$ cat src/logic/afu_pkg.sv
//==========================================================================
// Accelerator shell definitions
// Widths, APB register map, DMA port structs and the state encodings
// shared by the register file, the memory controller and the word engine
//==========================================================================

package afu_pkg;

   // ======================================================================
   // Widths
   // ======================================================================
   localparam int ADDR_W         = 64;
   localparam int LINE_COUNT_W   = 16;
   localparam int WORD_W         = 32;
   localparam int LINE_W         = 512;
   localparam int WORDS_PER_LINE = 16;
   localparam int WORD_IDX_W     = 4;
   localparam int APB_ADDR_W     = 8;

   // A transfer counted in words is the line count times 16
   localparam int WORD_CNT_W     = LINE_COUNT_W + WORD_IDX_W;

   typedef logic [ADDR_W-1:0]       byte_addr_t;
   typedef logic [LINE_COUNT_W-1:0] line_count_t;
   typedef logic [WORD_W-1:0]       word_t;
   typedef logic [LINE_W-1:0]       line_t;
   typedef logic [WORD_IDX_W-1:0]   word_idx_t;
   typedef logic [APB_ADDR_W-1:0]   apb_addr_t;

   // ======================================================================
   // APB register map
   // ======================================================================
   localparam apb_addr_t REG_CTRL       = 8'h00;
   localparam apb_addr_t REG_STATUS     = 8'h04;
   localparam apb_addr_t REG_RD_ADDR_LO = 8'h08;
   localparam apb_addr_t REG_RD_ADDR_HI = 8'h0C;
   localparam apb_addr_t REG_WR_ADDR_LO = 8'h10;
   localparam apb_addr_t REG_WR_ADDR_HI = 8'h14;
   localparam apb_addr_t REG_SIZE       = 8'h18;
   localparam apb_addr_t REG_CHECKSUM   = 8'h1C;

   // Shell to host DMA, with go pulses and single cycle enables
   typedef struct packed {
      byte_addr_t  rd_addr;
      byte_addr_t  wr_addr;
      line_count_t rd_size;
      line_count_t wr_size;
      logic        rd_go;
      logic        wr_go;
      logic        rd_en;
      logic        wr_en;
      line_t       wr_data;
   } dma_req_t;

   // Host DMA to shell, where empty and full are the flow control
   typedef struct packed {
      line_t rd_data;
      logic  empty;
      logic  full;
      logic  rd_done;
      logic  wr_done;
   } dma_rsp_t;

   // Word request from the engine to the memory controller
   typedef enum logic [1:0] {op_idle, op_read, op_write} mem_op_t;

   typedef enum logic [1:0] {cs_idle, cs_start, cs_run} ctrl_state_t;
   typedef enum logic [1:0] {es_idle, es_read, es_write} eng_state_t;

endpackage

$ cat src/logic/mmio_regs.sv
`timescale 1ns/1ps
//==========================================================================
// APB register file
// Holds the copy setup, raises the one cycle go pulse, tracks busy and
// done, and reads back the checksum from the word engine
//==========================================================================

module mmio_regs
   import afu_pkg::*;
(
   input  logic        clk,
   input  logic        rst_n,
   input  apb_addr_t   paddr,
   input  logic        psel,
   input  logic        penable,
   input  logic        pwrite,
   input  word_t       pwdata,
   output word_t       prdata,
   output logic        pready,
   output logic        pslverr,
   output byte_addr_t  rd_addr,
   output byte_addr_t  wr_addr,
   output line_count_t size,
   output logic        go,
   input  logic        xfer_done,
   input  word_t       checksum
);

   logic wr_access;
   logic start;
   logic busy;
   logic done;

   // No wait states and no error responses
   assign pready  = 1'b1;
   assign pslverr = 1'b0;

   // A write commits on the clock edge that ends the access phase
   assign wr_access = psel & penable & pwrite;

   // Go is only accepted between transfers
   assign start = wr_access && (paddr == REG_CTRL) && pwdata[0] && !busy;

   always_ff @(posedge clk) begin
      if (!rst_n) begin
         go      <= 1'b0;
         busy    <= 1'b0;
         done    <= 1'b0;
         rd_addr <= '0;
         wr_addr <= '0;
         size    <= '0;
      end else begin
         // The pulse lands in the cycle after the access phase
         go <= start;

         // Busy covers the whole span from go to the end of the last line write
         if (start) begin
            busy <= 1'b1;
         end else if (xfer_done) begin
            busy <= 1'b0;
         end

         // A new go clears the previous result
         if (start) begin
            done <= 1'b0;
         end else if (xfer_done) begin
            done <= 1'b1;
         end

         if (wr_access) begin
            case (paddr)
               REG_RD_ADDR_LO: rd_addr[31:0]  <= pwdata;
               REG_RD_ADDR_HI: rd_addr[63:32] <= pwdata;
               REG_WR_ADDR_LO: wr_addr[31:0]  <= pwdata;
               REG_WR_ADDR_HI: wr_addr[63:32] <= pwdata;
               REG_SIZE:       size           <= pwdata[LINE_COUNT_W-1:0];
               default:        ;
            endcase
         end
      end
   end

   // Read data is combinational so it is valid during the access phase
   always_comb begin
      case (paddr)
         REG_STATUS:     prdata = {30'b0, busy, done};
         REG_RD_ADDR_LO: prdata = rd_addr[31:0];
         REG_RD_ADDR_HI: prdata = rd_addr[63:32];
         REG_WR_ADDR_LO: prdata = wr_addr[31:0];
         REG_WR_ADDR_HI: prdata = wr_addr[63:32];
         REG_SIZE:       prdata = {{(WORD_W-LINE_COUNT_W){1'b0}}, size};
         REG_CHECKSUM:   prdata = checksum;
         // Control is write only and reads as zero
         default:        prdata = '0;
      endcase
   end

   // The busy lockout must keep go to a single cycle
   go_single_cycle_a: assert property (@(posedge clk) disable iff (!rst_n)
      go |=> !go);

endmodule

$ cat src/logic/mem_ctrl.sv
`timescale 1ns/1ps
//==========================================================================
// Memory controller
// Bridges single word requests from the word engine to the cache line
// DMA port, splitting read lines and packing write lines
//==========================================================================

module mem_ctrl
   import afu_pkg::*;
(
   input  logic        clk,
   input  logic        rst_n,
   input  logic        go,
   input  byte_addr_t  rd_addr,
   input  byte_addr_t  wr_addr,
   input  line_count_t size,
   input  mem_op_t     op,
   input  word_t       wr_word,
   output word_t       rd_word,
   output logic        ack,
   output logic        xfer_done,
   output dma_req_t    dma_req,
   input  dma_rsp_t    dma_rsp
);

   localparam word_idx_t LAST_IDX = word_idx_t'(WORDS_PER_LINE - 1);

   ctrl_state_t state;

   // Transfer setup captured at go and held until the next go
   byte_addr_t  rd_addr_q;
   byte_addr_t  wr_addr_q;
   line_count_t size_q;

   // Word i of a line sits in bits [32*i +: 32]
   line_t     rd_line;
   // The write buffer holds words 0 to 14, word 15 arrives with the push
   logic [LINE_W-WORD_W-1:0] wr_line;
   word_idx_t rd_idx;
   word_idx_t wr_idx;
   logic      rd_valid;

   logic all_done;
   logic done_q;
   logic run;
   logic rd_pop;
   logic rd_serve;
   logic wr_last;
   logic wr_push;
   logic wr_take;

   assign run = (state == cs_run);

   // Pop a new line only when the read buffer is drained and the host has data
   assign rd_pop   = run && (op == op_read) && !rd_valid && !dma_rsp.empty;
   assign rd_serve = run && (op == op_read) && rd_valid;

   // The 16th word completes the line and goes straight out with it
   assign wr_last = (wr_idx == LAST_IDX);
   assign wr_push = run && (op == op_write) && wr_last && !dma_rsp.full;
   assign wr_take = (run && (op == op_write) && !wr_last) || wr_push;

   assign ack     = rd_serve || wr_take;
   assign rd_word = rd_line[32'(rd_idx) * WORD_W +: WORD_W];

   // Both channels finished, the write side always being the later one
   assign all_done = dma_rsp.rd_done & dma_rsp.wr_done;

   always_comb begin
      dma_req.rd_addr = rd_addr_q;
      dma_req.wr_addr = wr_addr_q;
      dma_req.rd_size = size_q;
      dma_req.wr_size = size_q;
      dma_req.rd_go   = (state == cs_start);
      dma_req.wr_go   = (state == cs_start);
      dma_req.rd_en   = rd_pop;
      dma_req.wr_en   = wr_push;
      // The last word bypasses the buffer
      dma_req.wr_data = {wr_word, wr_line};
   end

   // ======================================================================
   // Control state
   // ======================================================================
   always_ff @(posedge clk) begin
      if (!rst_n) begin
         state     <= cs_idle;
         xfer_done <= 1'b0;
         done_q    <= 1'b0;
         rd_valid  <= 1'b0;
         rd_idx    <= '0;
         wr_idx    <= '0;
      end else begin
         xfer_done <= 1'b0;
         // Level from a previous transfer must not look like a new edge
         done_q    <= all_done;
         case (state)
            cs_idle: begin
               if (go) begin
                  state    <= cs_start;
                  rd_valid <= 1'b0;
                  rd_idx   <= '0;
                  wr_idx   <= '0;
               end
            end
            // The go pulses are driven for this single cycle
            cs_start: state <= cs_run;
            cs_run: begin
               if (all_done && !done_q) begin
                  state     <= cs_idle;
                  xfer_done <= 1'b1;
               end
            end
            default: state <= cs_idle;
         endcase

         if (rd_pop) begin
            rd_valid <= 1'b1;
         end else if (rd_serve) begin
            rd_idx <= rd_idx + 1'b1;
            // The index wraps to zero together with draining the line
            if (rd_idx == LAST_IDX) begin
               rd_valid <= 1'b0;
            end
         end

         if (wr_take) begin
            wr_idx <= wr_idx + 1'b1;
         end
      end
   end

   // ======================================================================
   // Setup and line buffers
   // ======================================================================
   always_ff @(posedge clk) begin
      if (state == cs_idle && go) begin
         rd_addr_q <= rd_addr;
         wr_addr_q <= wr_addr;
         size_q    <= size;
      end
      if (rd_pop) begin
         rd_line <= dma_rsp.rd_data;
      end
      if (wr_take && !wr_last) begin
         wr_line[32'(wr_idx) * WORD_W +: WORD_W] <= wr_word;
      end
   end

   // Engine requests outside a transfer would never be acknowledged
   op_in_xfer_a: assert property (@(posedge clk) disable iff (!rst_n)
      (op != op_idle) |-> (state != cs_idle));

endmodule

$ cat src/logic/word_engine.sv
`timescale 1ns/1ps
//==========================================================================
// Word engine
// Copies the transfer one word at a time through the memory controller,
// reading each word, writing it back and summing it into a checksum
//==========================================================================

module word_engine
   import afu_pkg::*;
(
   input  logic        clk,
   input  logic        rst_n,
   input  logic        go,
   input  line_count_t size,
   output mem_op_t     op,
   output word_t       wr_word,
   input  word_t       rd_word,
   input  logic        ack,
   output word_t       checksum
);

   eng_state_t state;

   // Words still to be copied, counting down to zero
   logic [WORD_CNT_W-1:0] words_left;

   // Last word read, held as the write data
   word_t data_q;

   // The request follows the state, so it stays put until ack
   always_comb begin
      case (state)
         es_read:  op = op_read;
         es_write: op = op_write;
         default:  op = op_idle;
      endcase
   end

   assign wr_word = data_q;

   // ======================================================================
   // Sequencer
   // ======================================================================
   always_ff @(posedge clk) begin
      if (!rst_n) begin
         state      <= es_idle;
         words_left <= '0;
         checksum   <= '0;
      end else begin
         case (state)
            es_idle: begin
               if (go) begin
                  // A new transfer starts the sum from zero
                  checksum   <= '0;
                  words_left <= {size, {WORD_IDX_W{1'b0}}};
                  // An empty transfer has nothing to copy
                  if (size != '0) begin
                     state <= es_read;
                  end
               end
            end
            es_read: begin
               if (ack) begin
                  // Wraps modulo 2**32
                  checksum <= checksum + rd_word;
                  state    <= es_write;
               end
            end
            es_write: begin
               if (ack) begin
                  words_left <= words_left - 1'b1;
                  if (words_left == WORD_CNT_W'(1)) begin
                     state <= es_idle;
                  end else begin
                     state <= es_read;
                  end
               end
            end
            default: state <= es_idle;
         endcase
      end
   end

   always_ff @(posedge clk) begin
      if (state == es_read && ack) begin
         data_q <= rd_word;
      end
   end

   // A stalled request may not be withdrawn or changed
   op_stable_a: assert property (@(posedge clk) disable iff (!rst_n)
      (op != op_idle && !ack) |=> (op == $past(op)));

endmodule

$ cat src/logic/afu_top.sv
`timescale 1ns/1ps
//==========================================================================
// Accelerator shell top level
// APB register port in, cache line DMA port out, with the word engine
// copying through the memory controller in between
//==========================================================================

module afu_top
   import afu_pkg::*;
(
   input  logic      clk,
   input  logic      rst_n,
   input  apb_addr_t paddr,
   input  logic      psel,
   input  logic      penable,
   input  logic      pwrite,
   input  word_t     pwdata,
   output word_t     prdata,
   output logic      pready,
   output logic      pslverr,
   output dma_req_t  dma_req,
   input  dma_rsp_t  dma_rsp
);

   // Transfer setup from the registers
   byte_addr_t  rd_addr;
   byte_addr_t  wr_addr;
   line_count_t size;
   logic        go;

   // Results going back to software
   logic  xfer_done;
   word_t checksum;

   // Word request between engine and memory controller
   mem_op_t op;
   word_t   wr_word;
   word_t   rd_word;
   logic    ack;

   mmio_regs mmio_regs_i (
      .clk       (clk),
      .rst_n     (rst_n),
      .paddr     (paddr),
      .psel      (psel),
      .penable   (penable),
      .pwrite    (pwrite),
      .pwdata    (pwdata),
      .prdata    (prdata),
      .pready    (pready),
      .pslverr   (pslverr),
      .rd_addr   (rd_addr),
      .wr_addr   (wr_addr),
      .size      (size),
      .go        (go),
      .xfer_done (xfer_done),
      .checksum  (checksum)
   );

   mem_ctrl mem_ctrl_i (
      .clk       (clk),
      .rst_n     (rst_n),
      .go        (go),
      .rd_addr   (rd_addr),
      .wr_addr   (wr_addr),
      .size      (size),
      .op        (op),
      .wr_word   (wr_word),
      .rd_word   (rd_word),
      .ack       (ack),
      .xfer_done (xfer_done),
      .dma_req   (dma_req),
      .dma_rsp   (dma_rsp)
   );

   // The engine and the controller see the same go pulse
   word_engine word_engine_i (
      .clk      (clk),
      .rst_n    (rst_n),
      .go       (go),
      .size     (size),
      .op       (op),
      .wr_word  (wr_word),
      .rd_word  (rd_word),
      .ack      (ack),
      .checksum (checksum)
   );

endmodule

$ cat config.mk
export PLATFORM = sky130hd
export DESIGN_NAME = afu_top
export DESIGN_NICKNAME = d
export VERILOG_FILES = /design/src/logic/afu_pkg.sv /design/src/logic/mmio_regs.sv /design/src/logic/mem_ctrl.sv /design/src/logic/word_engine.sv /design/src/logic/afu_top.sv
export SDC_FILE = /design/constraint.sdc
export NUM_CORES = 2
export LEC_CHECK = 0
export ABC_AREA = 1
export BUFFER_PORTS_ARGS = -buffer_cell sky130_fd_sc_hd__buf_2
export CORE_AREA = 2 2 502 504
export CTS_CLUSTER_SIZE = 10
export DETAILED_ROUTE_END_ITERATION = 7
export DIE_AREA = 0 0 504 506
export HOLD_SLACK_MARGIN = 0.02
export PLACE_DENSITY_LB_ADDON = 0.3
export RECOVER_POWER = 25
export SLEW_MARGIN = 20
export SYNTH_ARGS = -nofsm -noshare
export SYNTH_HDL_FRONTEND = slang
export SYNTH_SLANG_ARGS = --single-unit
$ cat constraint.sdc
create_clock -name clk -period 43.4 [get_ports clk]
set_clock_uncertainty 0.2 [all_clocks]
set_input_delay 2.17 -clock clk [delete_from_list [all_inputs] [get_ports clk]]
set_output_delay 2.17 -clock clk [all_outputs]
set_load 0.03 [all_outputs]
==> flow_metrics.tcl <==
set metrics [dict create \
    run_status "finished, violations left" \
    violations "capacitance limit, slew limit" \
    postRouteAntennaNets 0 \
    period_needed_ns 10.82 \
    synth_top_area_share_pct 63.8 \
    area_growth_pct 27.0 \
    crit_path_max_fanout 181 \
    grt_pass1_wl_um 357000 \
    io_pins 1271 \
    cts_max_level 4 \
    maxSlewHeadroom_pct -566 \
    hold_class "register to register" \
    syn_area_per_cell_um2 11.9 \
    dpl.hpwl_um 201000 \
    power_mw 2.81 \
    drc 0 \
    power.density_mw_per_mm2 40.3 \
    clockBufferDepth 3 \
    start_util_pct 22.0 \
    synth_seq_cells 1382 \
    tritoncts "yes" \
    placementRows 184 \
    cts_resized 0 \
    synth_most_common_cell "edfxtp_1" \
    drt_pass1_iterations 6 \
    grt_pass1_vias 42115 \
    end_kind "register" \
    p_leak_nw 23.9 \
    die_area_mm2 0.255 \
    synth_commonest_cells "edfxtp_1, nor2_1, nand2_1, o21ai_0, inv_1" \
    cts_num_sinks 1382 \
    path_clk_slew_ns 0.06 \
    arrival_ns 11.07 \
    clock.fmax_ghz 0.0924 \
    drive_gt1_share_pct 25.6 \
    finalHoldViolations 0 \
    ctsHoldBuffers 0 \
    antenna_found_initial 106 \
    maxCapViolations 8 \
    fp.coreArea_mm2 0.250 \
    grt_max_degree 182 \
    ir_worst_vdd_mv 0.0339 \
    numCtsBuffers 167 \
    die_h_um 506 \
    post_cts_buffers 0 \
    ys_top_cells_by_area "edfxtp_1, dfxtp_1, nor2_1, o21ai_0, nand2_1" \
    synth_warnings 0 \
    die_x_um 504 \
    worst_slew_pin_slew_ns 9.98 \
    post_drt_wl_per_cell_um 28.8 \
    synth_edf_count 1168 \
    synthFlopType "edfxtp_1" \
    ys_seq_area_share_pct 71.6 \
    period_share_pct 24.9 \
    viasPerCell 4.59 \
    clock_latency_ns 0.83 \
    netlist_instances 4615 \
    via_count 42713 \
    ctsRootBufferMaster "clkbuf_16" \
    synth_top_area_cell "edfxtp_1" \
    ys_async_sr_fraction_pct 0 \
    path_class "input port to register" \
    overflow 0 \
    tns_ns 0 \
    gp_congestion 0.970 \
    slew_violations 539 \
    grtUsageTotal_pct 20.2 \
    syn-cell-area_mm2 0.0550 \
    routed_wl_um 268000 \
    fin_nets 6415 \
    syn_nets 5214 \
    rsz0062_at_grt "false" \
    finalSetupViolCount 0 \
    ys_types 54 \
    cp_data_required_time_ns 43.65 \
    numPortBuffers 1268 \
    cp-start-kind "input port" \
    drt_iter0_markers 4207 \
]
-- report_power, final --
group          switching (mW)  internal (mW)
Sequential           0.000108           1.43
Clock                   0.583          0.763
Combinational          0.0216         0.0176
-- cell families (layout without fill, tap and decap cells) --
logic type,count (synthesis),after routing,share of synthesized area [%]
buf+inv,633,1927,4.86
xor+xnor,14,14,0.223
compound gates,887,887,9.41
simple gates,1659,1659,13.0
flops,1382,1382,71.6
fa+ha+maj,38,38,0.878
other cells,2,49,0.0137
-- critical path, stage by stage --
cell	delay [ns]
buf_2	0.10
nor3_1	0.24
clkbuf_1	6.72
buf_4	1.54
-- per-layer routing --
| metal | track usage, % | up-vias | wire length (µm) |
|---|---|---|---|
| li1 | - | 18897 | - |
| met1 | 22.8 | 21155 | 100000 |
| met2 | 35.5 | 2111 | 135000 |
| met3 | 4.76 | 476 | 18600 |
| met4 | 10.0 | 74 | 14200 |
| met5 | 0 | - | 417 |
-- flip-flops by register name, indices dropped and copies added, names as in the netlist --
name	flops
mem_ctrl_i.xfer_done	1
mem_ctrl_i.done_q	1
word_engine_i.words_left	20
mem_ctrl_i.state	2
mem_ctrl_i.rd_addr_q	64
mem_ctrl_i.rd_idx	4
word_engine_i.state	2
mmio_regs_i.size	16
mem_ctrl_i.wr_idx	4
mmio_regs_i.done	1
mem_ctrl_i.rd_valid	1
mmio_regs_i.go	1
word_engine_i.wr_word	32
mem_ctrl_i.size_q	16
mmio_regs_i.rd_addr	64
mmio_regs_i.wr_addr	64
mmio_regs_i.busy	1
mem_ctrl_i.wr_line	480
mem_ctrl_i.rd_line	512
mem_ctrl_i.wr_addr_q	64
word_engine_i.checksum	32
-- stage by stage --
step	cell area (µm²)	utilization, %	worst slack, ns	instances	hold slack (ns)
detailed placement	64900	25.9	36.65	8994	0.216
CTS	69900	28.0	36.63	9256	0.228
finish	69900	27.9	32.58	9304	0.221
global placement	64800	25.9	36.69	8993	0.210
floorplan	55000	-	0.734	4615	0.208
global route	69800	27.9	31.78	9281	0.238
-- placed cells by master (no fill, tap or decap), drive strengths merged, types with 10 or more instances in the layout --
cell,n
nand2,466
o211ai,28
buf,1222
clkbuf,348
diode,47
edfxtp,1168
a211oi,30
nor3,109
a221oi,19
o22ai,23
nand4,73
a21oi,237
o21ai,416
nor4,71
inv,318
dfxtp,214
nor2,794
o221ai,103
o2111ai,13
clkinv,29
xor2,10
ha,37
nand3,129
-- area by class of cell --
| type | count | area, µm² |
|---|---|---|
| antenna | 47 | 118 |
| inverter | 319 | 1220 |
| tap | 3348 | 4190 |
| timing repair buffer | 1346 | 6800 |
| multi-input combinational | 2600 | 13100 |
| clock inverter | 38 | 603 |
| sequential | 1382 | 39400 |
| clock buffer | 224 | 4480 |
| fill | 26280 | 180000 |
-- worst paths after layout --
check                     startpoint                        to  slack (ns)  cells past startpoint
max                       dma_rsp[3]   mem_ctrl_i.rd_line[206]       32.58                      4
min          mmio_regs_i.wr_addr[44]  mem_ctrl_i.wr_addr_q[44]        0.22                      0
max reg2reg      mem_ctrl_i.state[1]   mem_ctrl_i.rd_line[206]       32.87                      6
min reg2reg  mmio_regs_i.wr_addr[44]  mem_ctrl_i.wr_addr_q[44]        0.22                      0
No activity file was read; power rests on OpenSTA's default activity.
